## src/hw/isa_pkg.sv

```systemverilog
package isa_pkg;

    localparam int DATA_W     = 16;
    localparam int REG_ADDR_W = 5;
    localparam int NUM_REGS   = 32;
    localparam int INSTR_W    = 34;
    localparam int WB_DATA_W  = 32;
    localparam int WB_ADDR_W  = 3;
    localparam int WB_SEL_W   = WB_DATA_W / 8;
    localparam int INSTR_HI_W = INSTR_W - WB_DATA_W;
    localparam int OPC_W      = 3;

    // Low bit of each instruction field
    localparam int OPC_LSB = 31;
    localparam int RD_LSB  = 26;
    localparam int RSA_LSB = 21;
    localparam int RSB_LSB = 16;
    localparam int IMM_LSB = 0;

    localparam logic [WB_ADDR_W-1:0] ADDR_INSTR_LO  = 3'd0;
    localparam logic [WB_ADDR_W-1:0] ADDR_INSTR_HI  = 3'd1;
    localparam logic [WB_ADDR_W-1:0] ADDR_STATUS    = 3'd2;
    localparam logic [WB_ADDR_W-1:0] ADDR_READ_DATA = 3'd3;
    localparam logic [WB_ADDR_W-1:0] ADDR_RESULT    = 3'd4;

    // Status register bits
    localparam int STAT_BUSY    = 0;
    localparam int STAT_DONE    = 1;
    localparam int STAT_OVERRUN = 2;

    typedef enum logic [OPC_W-1:0] {
        OP_LOAD_IMM = 3'd0,
        OP_READ_A   = 3'd1,
        OP_READ_AB  = 3'd2,
        OP_MOVE     = 3'd3,
        OP_AND      = 3'd4,
        OP_ADD      = 3'd5,
        OP_SUB      = 3'd6,
        OP_SHL      = 3'd7
    } opcode_e;

    typedef enum logic [1:0] {
        S_IDLE,
        S_READ,
        S_EXEC,
        S_WRITE
    } seq_state_e;

endpackage
```

## src/hw/core_top.sv

```systemverilog
`timescale 1ns/10ps

module core_top (
    input  logic                             clk,
    input  logic                             reset,
    input  logic                             wb_cyc,
    input  logic                             wb_stb,
    input  logic                             wb_we,
    input  logic [isa_pkg::WB_ADDR_W-1:0]    wb_adr,
    input  logic [isa_pkg::WB_DATA_W-1:0]    wb_dat_w,
    input  logic [isa_pkg::WB_SEL_W-1:0]     wb_sel,
    output logic                             wb_ack,
    output logic [isa_pkg::WB_DATA_W-1:0]    wb_dat_r
);
    import isa_pkg::*;

    logic                  launch;
    logic [INSTR_W-1:0]    instr;
    opcode_e               opcode;
    logic [REG_ADDR_W-1:0] wr_addr;
    logic [REG_ADDR_W-1:0] rd_addr_a;
    logic [REG_ADDR_W-1:0] rd_addr_b;
    logic [DATA_W-1:0]     imm;
    logic                  needs_b;
    logic                  writes_rd;
    logic                  busy;
    logic                  rd_en;
    logic                  rd_en_b;
    logic                  wr_en;
    logic                  done;
    logic [DATA_W-1:0]     rd_data_a;
    logic [DATA_W-1:0]     rd_data_b;
    logic [DATA_W-1:0]     alu_out;
    logic [DATA_W-1:0]     alu_result;

    cmd_regs u_cmd_regs (
        .clk        (clk),
        .reset      (reset),
        .wb_cyc     (wb_cyc),
        .wb_stb     (wb_stb),
        .wb_we      (wb_we),
        .wb_adr     (wb_adr),
        .wb_dat_w   (wb_dat_w),
        .wb_sel     (wb_sel),
        .busy       (busy),
        .done       (done),
        .rd_data_a  (rd_data_a),
        .rd_data_b  (rd_data_b),
        .alu_result (alu_result),
        .wb_ack     (wb_ack),
        .wb_dat_r   (wb_dat_r),
        .launch     (launch),
        .instr      (instr)
    );

    instr_decoder u_decoder (
        .clk       (clk),
        .reset     (reset),
        .launch    (launch),
        .instr     (instr),
        .opcode    (opcode),
        .wr_addr   (wr_addr),
        .rd_addr_a (rd_addr_a),
        .rd_addr_b (rd_addr_b),
        .imm       (imm),
        .needs_b   (needs_b),
        .writes_rd (writes_rd)
    );

    exec_sequencer u_seq (
        .clk        (clk),
        .reset      (reset),
        .launch     (launch),
        .needs_b    (needs_b),
        .writes_rd  (writes_rd),
        .alu_out    (alu_out),
        .busy       (busy),
        .rd_en      (rd_en),
        .rd_en_b    (rd_en_b),
        .wr_en      (wr_en),
        .done       (done),
        .alu_result (alu_result)
    );

    // Registered ALU result doubles as write-back data
    register_file u_regfile (
        .clk       (clk),
        .reset     (reset),
        .rd_en     (rd_en),
        .rd_en_b   (rd_en_b),
        .rd_addr_a (rd_addr_a),
        .rd_addr_b (rd_addr_b),
        .wr_en     (wr_en),
        .wr_addr   (wr_addr),
        .wr_data   (alu_result),
        .rd_data_a (rd_data_a),
        .rd_data_b (rd_data_b)
    );

    alu16 u_alu (
        .opcode (opcode),
        .a      (rd_data_a),
        .b      (rd_data_b),
        .imm    (imm),
        .result (alu_out)
    );

endmodule

```

## src/hw/exec_sequencer.sv

```systemverilog
`timescale 1ns/10ps

module exec_sequencer (
    input  logic                             clk,
    input  logic                             reset,
    input  logic                             launch,
    input  logic                             needs_b,
    input  logic                             writes_rd,
    input  logic [isa_pkg::DATA_W-1:0]       alu_out,
    output logic                             busy,
    output logic                             rd_en,
    output logic                             rd_en_b,
    output logic                             wr_en,
    output logic                             done,
    output logic [isa_pkg::DATA_W-1:0]       alu_result
);
    import isa_pkg::*;

    seq_state_e state;
    seq_state_e state_next;

    always_ff @(posedge clk) begin
        if (reset) begin
            state <= S_IDLE;
        end else begin
            state <= state_next;
        end
    end

    // Fixed walk, one cycle per step
    always_comb begin
        state_next = state;
        case (state)
            S_IDLE: begin
                if (launch)
                    state_next = S_READ;
            end
            S_READ:  state_next = S_EXEC;
            S_EXEC:  state_next = S_WRITE;
            S_WRITE: state_next = S_IDLE;
            default: state_next = S_IDLE;
        endcase
    end

    // Sources are valid in S_EXEC
    always_ff @(posedge clk) begin
        if (state == S_EXEC)
            alu_result <= alu_out;
    end

    assign busy    = (state != S_IDLE);
    assign rd_en   = (state == S_READ);
    assign rd_en_b = rd_en & needs_b;
    assign wr_en   = (state == S_WRITE) & writes_rd;
    assign done    = (state == S_WRITE);

endmodule

```

## src/hw/alu16.sv

```systemverilog
`timescale 1ns/10ps

module alu16 (
    input  isa_pkg::opcode_e                 opcode,
    input  logic [isa_pkg::DATA_W-1:0]       a,
    input  logic [isa_pkg::DATA_W-1:0]       b,
    input  logic [isa_pkg::DATA_W-1:0]       imm,
    output logic [isa_pkg::DATA_W-1:0]       result
);
    import isa_pkg::*;

    always_comb begin
        case (opcode)
            OP_LOAD_IMM: result = imm;
            OP_MOVE:     result = a;
            OP_AND:      result = a & b;
            // Add and subtract wrap at 16 bits
            OP_ADD:      result = a + b;
            OP_SUB:      result = a - b;
            OP_SHL:      result = a << imm[3:0];
            default:     result = '0;
        endcase
    end

endmodule

```

## src/hw/register_file.sv

```systemverilog
`timescale 1ns/10ps

module register_file (
    input  logic                             clk,
    input  logic                             reset,
    input  logic                             rd_en,
    input  logic                             rd_en_b,
    input  logic [isa_pkg::REG_ADDR_W-1:0]   rd_addr_a,
    input  logic [isa_pkg::REG_ADDR_W-1:0]   rd_addr_b,
    input  logic                             wr_en,
    input  logic [isa_pkg::REG_ADDR_W-1:0]   wr_addr,
    input  logic [isa_pkg::DATA_W-1:0]       wr_data,
    output logic [isa_pkg::DATA_W-1:0]       rd_data_a,
    output logic [isa_pkg::DATA_W-1:0]       rd_data_b
);
    import isa_pkg::*;

    logic [DATA_W-1:0] regs [NUM_REGS];

    always_ff @(posedge clk) begin
        if (reset) begin
            for (int i = 0; i < NUM_REGS; i++)
                regs[i] <= '0;
        end else if (wr_en) begin
            regs[wr_addr] <= wr_data;
        end
    end

    // Registered reads see the value from before a same-cycle write
    always_ff @(posedge clk) begin
        if (reset) begin
            rd_data_a <= '0;
            rd_data_b <= '0;
        end else begin
            if (rd_en)
                rd_data_a <= regs[rd_addr_a];
            if (rd_en_b)
                rd_data_b <= regs[rd_addr_b];
        end
    end

endmodule

```

## src/hw/instr_decoder.sv

```systemverilog
`timescale 1ns/10ps

module instr_decoder (
    input  logic                             clk,
    input  logic                             reset,
    input  logic                             launch,
    input  logic [isa_pkg::INSTR_W-1:0]      instr,
    output isa_pkg::opcode_e                 opcode,
    output logic [isa_pkg::REG_ADDR_W-1:0]   wr_addr,
    output logic [isa_pkg::REG_ADDR_W-1:0]   rd_addr_a,
    output logic [isa_pkg::REG_ADDR_W-1:0]   rd_addr_b,
    output logic [isa_pkg::DATA_W-1:0]       imm,
    output logic                             needs_b,
    output logic                             writes_rd
);
    import isa_pkg::*;

    logic [INSTR_W-1:0] instr_q;

    // Held for the whole sequence, host may stage the next words
    always_ff @(posedge clk) begin
        if (reset) begin
            instr_q <= '0;
        end else if (launch) begin
            instr_q <= instr;
        end
    end

    assign opcode    = opcode_e'(instr_q[OPC_LSB +: OPC_W]);
    assign wr_addr   = instr_q[RD_LSB +: REG_ADDR_W];
    assign rd_addr_a = instr_q[RSA_LSB +: REG_ADDR_W];
    assign rd_addr_b = instr_q[RSB_LSB +: REG_ADDR_W];
    assign imm       = instr_q[IMM_LSB +: DATA_W];

    always_comb begin
        needs_b   = 1'b0;
        writes_rd = 1'b1;
        case (opcode)
            OP_READ_A: begin
                writes_rd = 1'b0;
            end
            OP_READ_AB: begin
                needs_b   = 1'b1;
                writes_rd = 1'b0;
            end
            OP_AND, OP_ADD, OP_SUB: needs_b = 1'b1;
            default: ;
        endcase
    end

endmodule

```

## src/hw/cmd_regs.sv

```systemverilog
`timescale 1ns/10ps

module cmd_regs (
    input  logic                             clk,
    input  logic                             reset,
    input  logic                             wb_cyc,
    input  logic                             wb_stb,
    input  logic                             wb_we,
    input  logic [isa_pkg::WB_ADDR_W-1:0]    wb_adr,
    input  logic [isa_pkg::WB_DATA_W-1:0]    wb_dat_w,
    input  logic [isa_pkg::WB_SEL_W-1:0]     wb_sel,
    input  logic                             busy,
    input  logic                             done,
    input  logic [isa_pkg::DATA_W-1:0]       rd_data_a,
    input  logic [isa_pkg::DATA_W-1:0]       rd_data_b,
    input  logic [isa_pkg::DATA_W-1:0]       alu_result,
    output logic                             wb_ack,
    output logic [isa_pkg::WB_DATA_W-1:0]    wb_dat_r,
    output logic                             launch,
    output logic [isa_pkg::INSTR_W-1:0]      instr
);
    import isa_pkg::*;

    logic [WB_DATA_W-1:0]  instr_lo;
    logic [INSTR_HI_W-1:0] instr_hi;
    logic                  done_flag;
    logic                  overrun_flag;
    logic [DATA_W-1:0]     src_a_q;
    logic [DATA_W-1:0]     src_b_q;
    logic [DATA_W-1:0]     result_q;
    logic                  req;
    logic                  wr_req;
    logic                  hi_write;
    logic                  ovr_clear;

    // New request only when no ack is pending, so ack lasts one cycle
    assign req       = wb_cyc & wb_stb & ~wb_ack;
    assign wr_req    = req & wb_we;
    assign hi_write  = wr_req && (wb_adr == ADDR_INSTR_HI);
    assign ovr_clear = wr_req && (wb_adr == ADDR_STATUS) && wb_sel[0]
                       && wb_dat_w[STAT_OVERRUN];

    always_ff @(posedge clk) begin
        if (reset) begin
            wb_ack <= 1'b0;
        end else begin
            wb_ack <= req;
        end
    end

    always_ff @(posedge clk) begin
        if (reset) begin
            instr_lo <= '0;
            instr_hi <= '0;
        end else if (wr_req) begin
            if (wb_adr == ADDR_INSTR_LO) begin
                for (int i = 0; i < WB_SEL_W; i++) begin
                    if (wb_sel[i])
                        instr_lo[8*i +: 8] <= wb_dat_w[8*i +: 8];
                end
            end
            if (hi_write && wb_sel[0])
                instr_hi <= wb_dat_w[INSTR_HI_W-1:0];
        end
    end

    // Launch lands in the ack cycle; a busy core gets an overrun instead
    always_ff @(posedge clk) begin
        if (reset) begin
            launch       <= 1'b0;
            overrun_flag <= 1'b0;
            done_flag    <= 1'b0;
        end else begin
            launch <= hi_write && !busy;
            if (hi_write && busy)
                overrun_flag <= 1'b1;
            else if (ovr_clear)
                overrun_flag <= 1'b0;
            if (launch)
                done_flag <= 1'b0;
            else if (done)
                done_flag <= 1'b1;
        end
    end

    always_ff @(posedge clk) begin
        if (reset) begin
            src_a_q  <= '0;
            src_b_q  <= '0;
            result_q <= '0;
        end else if (done) begin
            src_a_q  <= rd_data_a;
            src_b_q  <= rd_data_b;
            result_q <= alu_result;
        end
    end

    always_comb begin
        wb_dat_r = '0;
        case (wb_adr)
            ADDR_INSTR_LO:  wb_dat_r = instr_lo;
            ADDR_INSTR_HI:  wb_dat_r[INSTR_HI_W-1:0] = instr_hi;
            ADDR_STATUS: begin
                wb_dat_r[STAT_BUSY]    = busy;
                wb_dat_r[STAT_DONE]    = done_flag;
                wb_dat_r[STAT_OVERRUN] = overrun_flag;
            end
            ADDR_READ_DATA: wb_dat_r = {src_b_q, src_a_q};
            ADDR_RESULT:    wb_dat_r[DATA_W-1:0] = result_q;
            default:        wb_dat_r = '0;
        endcase
    end

    assign instr = {instr_hi, instr_lo};

endmodule

```

## config.mk

```make
export PLATFORM = sky130hd
export DESIGN_NAME = core_top
export DESIGN_NICKNAME = d
export VERILOG_FILES = /design/src/hw/isa_pkg.sv /design/src/hw/core_top.sv /design/src/hw/exec_sequencer.sv /design/src/hw/alu16.sv /design/src/hw/register_file.sv /design/src/hw/instr_decoder.sv /design/src/hw/cmd_regs.sv
export SDC_FILE = /design/constraint.sdc
export NUM_CORES = 1
export LEC_CHECK = 0
export ABC_AREA = 1
export BUFFER_PORTS_ARGS = -buffer_cell sky130_fd_sc_hd__buf_2
export CORE_ASPECT_RATIO = 1.25
export CORE_MARGIN = 10
export CORE_UTILIZATION = 35
export DETAILED_ROUTE_END_ITERATION = 7
export HOLD_SLACK_MARGIN = 0.15
export SLEW_MARGIN = 15
export SYNTH_ARGS = -nofsm -noshare
export SYNTH_HDL_FRONTEND = slang
export SYNTH_SLANG_ARGS = --single-unit
```

## constraint.sdc

```tcl
create_clock -name clk -period 2.9 [get_ports clk]
set_input_delay 0 -clock clk [delete_from_list [all_inputs] [get_ports clk]]
set_output_delay 0 -clock clk [all_outputs]
set_load 0.05 [all_outputs]
```

-- After elaboration in Yosys (flattened, before gate mapping)
Memories as Yosys holds them, arrays and structs flattened. A register that Yosys moved wholly into a read port is not among the register bits.
Cells that the tools add are included.
Widths: inputs -> output; s select.
- flip-flop bits (word level): 138
- bits in writable memories: 512
- bits of input ports: 44
- output and inout bits: 33
- logic and storage cells: 82
- memories: 1
- add/subtract/negate cells: 2
- equal/unequal tests: 15
- shifts and indexed selects: 1
- muxes and demuxes: 19
- bitwise logic cells: 7
- reductions and logical operators: 22
- memory list (memory ; depth ; width ; rd ports ; clocked after Yosys merged registers in ; write ports ; RTL line ; text):
    u_regfile.regs ; 32 ; 16 ; 2 ; 2 ; 32 ; register_file.sv:18 ; logic [DATA_W-1:0] regs [NUM_REGS];
- operators with widths (cell ; number):
    $pmux 16 s6 ; 1
    $pmux 13 s3 ; 1
    $pmux 16 s2 ; 1
    $add 16x16->16 ; 1
    $and 16x16->16 ; 1
    $mux 16 ; 1
    $reduce_or 16->1 ; 1
    $shl 16x4->16 ; 1
    $sub 16x16->16 ; 1
    $eq 3x3->1 const B ; 5
    $eq 3x2->1 const B ; 4
    $reduce_and 3->1 ; 4
    $mux 1 ; 10
    $pmux 2 s5 ; 1
    $pmux 2 s4 ; 1
    $logic_and 1x1->1 ; 7
    $eq 3x1->1 const B ; 2
    $logic_not 3->1 ; 2
    $and 1x1->1 ; 5
    $mux 5 ; 1
    $eq 2x2->1 const B ; 2
    $pmux 1 s4 ; 1
    $reduce_bool 2->1 ; 2
    $reduce_or 2->1 ; 2
    other kinds (8) ; 8

-- Logic depth before layout (Yosys ltp)
- depth in word-level cells: 9
- depth in mapped cells: 22

-- Modules after synthesis
A second synthesis with hierarchy kept.
- cells, all modules: 4954
- area, all modules: 37752.5 um2
- modules (own cells, without submodules) (module ; times used ; cells each ; area an instance (um2)):
    register_file ; 1 ; 3682 ; 29565.9
    cmd_regs ; 1 ; 538 ; 3788.6
    alu16 ; 1 ; 472 ; 2327.2
    instr_decoder ; 1 ; 224 ; 1433.9
    exec_sequencer ; 1 ; 38 ; 636.9

-- Least setup slack after synthesis
Ideal clock, no wire load.
- kind: register to register
- start point: reg u_regfile.rd_data_b[0] (netlist name), read port of u_regfile.regs
- end point: reg u_seq.alu_result[15] (netlist name) (data pin)
- arrival time: 2165 ps
- path slack: 482 ps
- cell stages (with the launch flop): 22
- buffers on the path: 0
- clock period less this slack: 2418 ps
- cell sequence: dfxtp_1 > inv_1 > ha_1 > nand3_1 > inv_1 > nand3_1 > nor3_1 > a21oi_1 > xor2_1 > ha_1 > nand2_1 > inv_1 > nand2_1 > nand2_1 > nand2_1 > nand2_1 > inv_1 > nand2_1 > inv_1 > nand2_1 > nand3_1 > nand2_1
- longest elaborated chain between the ends: 2
- elaborated cells between the ends (all ways): 3
- those cells by class: 2 x add/sub; 1 x mux
- ends and longest elaborated chain (element ; RTL line ; text):
    start, declared ; register_file.sv:14 ; output logic [isa_pkg::DATA_W-1:0] rd_data_b
    $sub 16x16->16 or $add 16x16->16 (tied branches) ; alu16.sv:19, alu16.sv:18 ;
    $pmux 16 s6 * ; alu16.sv:13 ; case (opcode)
    net alu_out[15] ; core_top.sv:33 ; logic [DATA_W-1:0] alu_out;
    end signal, assigned ; exec_sequencer.sv:48 ; alu_result <= alu_out;
    end, declared ; exec_sequencer.sv:15 ; output logic [isa_pkg::DATA_W-1:0] alu_result
Mark *: on every way through the listed nets, which the timed path passes. The rest lies on a longest branch.
A chain may end at the register's enable or synchronous reset.

==> impl.org <==
** Outcome
- Run status :: finished, final reports clean

** Die
- From bottom edge to top edge, the die measures 382 um.
- During I/O placement, the number of pins put on the boundary was 77.
- Core Footprint :: 104000 sq um
- The die is 309 um wide.
- Number of placement rows :: 132
- Die area :: 118000 sq um
- The initial utilization of the core area, before any placement, comes to 35.3%.

** STA
- Setup violations remaining at the end of the flow were counted as 0.
- Peak Freq :: 360 MHz
- Setup repair after global routing left no endpoint under its margin.
- For the pin with the worst max-slew slack, the measured transition is 1.10 ns.
- Post-layout minimum cycle time :: 2.78 ns
- The worst path meets setup with 0.122 ns of slack.
- The final critical path takes up 95.8% of the cycle.
- The number of pins exceeding their max-slew limit in the final report was 0.
- On the final layout, the worst hold slack is 0.163 ns.
- Clk_skew :: 0.0306 ns
- The worst pin sits at a relative slew slack of 26.8%.
- Final Hold Violating Endpoints :: 0
- After routing, the total negative slack on setup checks comes to 0 ns.

** Yosys
- Counting every instance in the synthesized netlist gives 4734.
- Syn_nets :: 4801
- Mean area per synthesized cell :: 7.74 sq um
- Netlist cell types :: 40
- Sequential cells were found to cover 51.7% of the synthesized design area.
- Synthesis inferred 682 register bits.
- During synthesis, Yosys emitted a total of 0 warnings.
- In this run the cell area of the synthesized design comes to 36600 sq um.

** Drt
- Number of DRC markers in iteration 0 :: 4412
- The final route contains 35044 vias.
- Antenna-violating nets left :: 0
- Number of remaining DRC errors :: 0
- Using the TritonRoute via totals, the vias-per-cell ratio works out to 5.63.
- Before antenna repair, the detailed router went through 6 iterations.
- WL/cell :: 23.7 um
- Total routed wirelength :: 148 mm

** Finish
- Most common cell after layout, fill and taps aside :: nand2_1
- Layout cells sized above 1 :: 9.17%
- In the layout the commonest cells are nand2_1 (1532), nand3_1 (890), nor2_1 (646).
- Number of nets in the finished design :: 4894
- The filler cells instantiated in the layout total 10415.
- The sequential cells in the finished layout cover a total of 19000 sq um.
- Area Overhead vs Synth :: 16.0%
- Total area of multi-input combinational cells :: 15700 sq um
- Area of all placed cells without fillers :: 42500 sq um

** Clock tree
- Clock buffer depth :: 3
- The number of clock buffers added by TritonCTS is 73.
- The cell sitting at the root of the clock tree is a clkbuf_16.
- Clk pin slew, worst setup/hold paths :: 0.06 ns
- CTS HTree Levels :: 3
- The clock drives 682 sinks.
- Clock latency on the worst-skew pair, taken at its later pin, is 0.66 ns.
- TritonCTS built the clock tree.

** Worst hold path
- Classification of the worst-slack hold path :: primary input to register

** Run
- Max-cap violations in this run came to 0.

** GRT
- The first global-routing pass estimated 216 mm of wire.
- For this run, the total global-route usage over all layers was measured as 24.3%.
- Initial antenna violation count :: 0
- The via count of the first global-routing pass came to 33440.
- Entering global routing, the biggest net connects 182 pins.
- Remaining Overflow, GRT :: 0

** Critical path
- Crit-path max FO :: 9
- Crit path capture type :: register
- At the worst endpoint, the arrival time is 3.12 ns.
- Data on the critical path is required at its endpoint by 3.24 ns.
- The worst setup path is launched from a register.
- Crit Path Category :: register to register
- In this run the register-to-register setup slack is 0.12 ns.

** Power and ir drop
- IR analysis of the VDD net gives a maximum drop of 0.523 mV.
- For this design the ratio of total power to cell area is 605 nW/um^2.
- Final Total Pwr :: 25.7 mW
- The analysis attributes to cell leakage a power of 17.5 nW.

** Placed design
- In this run the cell area measured after placement is 38900 sq um.
- The count of buffers added on input and output ports is 76.
- Dpl hpwl :: 95.2 mm
- Post-placement setup slack :: 0.102 ns
- Final weighted congestion in routability-driven placement :: 0.996
[what timing repair did]
action                                 4_1_cts  5_1_grt
hold buffers                               111        4
setup endpoints to repair                    0       14
setup buffers                                0        0
endpoints found under the hold margin       39        2
gates resized for setup                      0       18
[cell usage after synthesis]
library cell	instances	area [sq um]
nor3_2	1	10.0
clkbuf_1	235	882
clkinv_1	6	22.5
buf_2	51	255
a31oi_1	2	12.5
o22ai_1	3	18.8
a22oi_1	5	37.5
o21a_1	1	7.51
o221ai_1	2	17.5
nand4_1	6	37.5
nor2_1	649	2440
and2_1	1	6.26
a22o_1	16	140
xnor2_1	4	35.0
nor2_2	5	31.3
nand3b_1	3	22.5
dfxtp_1	154	3080
buf_1	42	158
nand2_1	1533	5750
xor2_1	12	105
or2_2	2	12.5
o311ai_2	1	16.3
a21o_1	1	7.51
o211ai_1	7	52.6
buf_6	32	360
mux2i_1	1	10.0
o31ai_1	1	7.51
o21ai_0	192	961
ha_1	22	275
nand3_1	893	4470
inv_1	115	432
a21oi_1	149	746
a211oi_1	1	7.51
edfxtp_1	528	15900
o21bai_1	1	7.51
a221oi_1	1	8.76
nand2_2	32	200
fa_1	1	20.0
nor3_1	22	110
and3_1	1	6.26
[critical path: stages (launching register included)]
cell      delay [ns]
dfxtp_1         0.40
nand2_1         0.10
inv_1           0.16
o311ai_2        0.19
nor2_2          0.88
nand2_2         0.09
nand2_1         0.35
buf_4           0.28
[state kept, by name (all words and copies together) (netlist names)]
signal and flops:
u_decoder.instr_q 34, u_seq.alu_result 16, u_cmd_regs.result_q 16, u_cmd_regs.overrun_flag 1, u_cmd_regs.instr_hi 2, u_regfile.rd_data_b 16, u_cmd_regs.src_a_q 16, u_cmd_regs.src_b_q 16
u_seq.state 2, u_cmd_regs.instr_lo 32, u_cmd_regs.wb_ack 1, u_cmd_regs.launch 1, u_cmd_regs.done_flag 1, u_regfile.rd_data_a 16, u_regfile.regs 512
[area by class of cell]
cell class	count	share of cell area, %
Tap cell	1340	3.95
Clock inverter	42	1.01
Multi-Input combinational cell	3571	36.9
Timing Repair Buffer	378	7.87
Clock buffer	93	4.58
Antenna cell	1	0.00589
Inverter	121	1.12
Sequential cell	682	44.6
[report_power, final]
group          total [mW]  switching (mW)  leakage, nW  internal [mW]
clock                9.54            4.19         1.16           5.35
sequential           11.5           0.433         6.69           11.1
combinational        4.69            3.41         9.65           1.29
[through the flow]
step	cells	util, %
after CTS	6224	40.9
after floorplan	4734	-
after detailed placement	5978	37.5
after global placement	5978	37.5
final	6228	41.0
after global routing	6227	41.0
[layer usage]
layer / track usage [%] / up-vias / wire [um]
li1: - / 15934 / -
met1: 28.8 / 16745 / 54000
met2: 40.2 / 1927 / 70000
met3: 3.69 / 438 / 12200
met4: 16.7 / 0 / 11400
met5: 0 / - / 0
[cell families after synthesis]
| family | share of synthesized area (%) |
|---|---|
| compound gates | 5.59 |
| buf+inv | 5.76 |
| simple gates | 35.7 |
| xor+xnor | 0.382 |
| mux | 0.0273 |
| fa+ha+maj | 0.806 |
| flops | 51.7 |
[final timing paths]
check                                            from                      to  cells after the start
worst min register to register   u_decoder.instr_q[8]    u_decoder.instr_q[8]                      2
worst max-delay path            u_decoder.instr_q[32]    u_regfile.regs[9][4]                      7
worst min-delay path                        wb_adr[2]  u_cmd_regs.instr_lo[0]                      7
worst max register to register  u_decoder.instr_q[32]    u_regfile.regs[9][4]                      7
(Power assumes the default switching activity.)
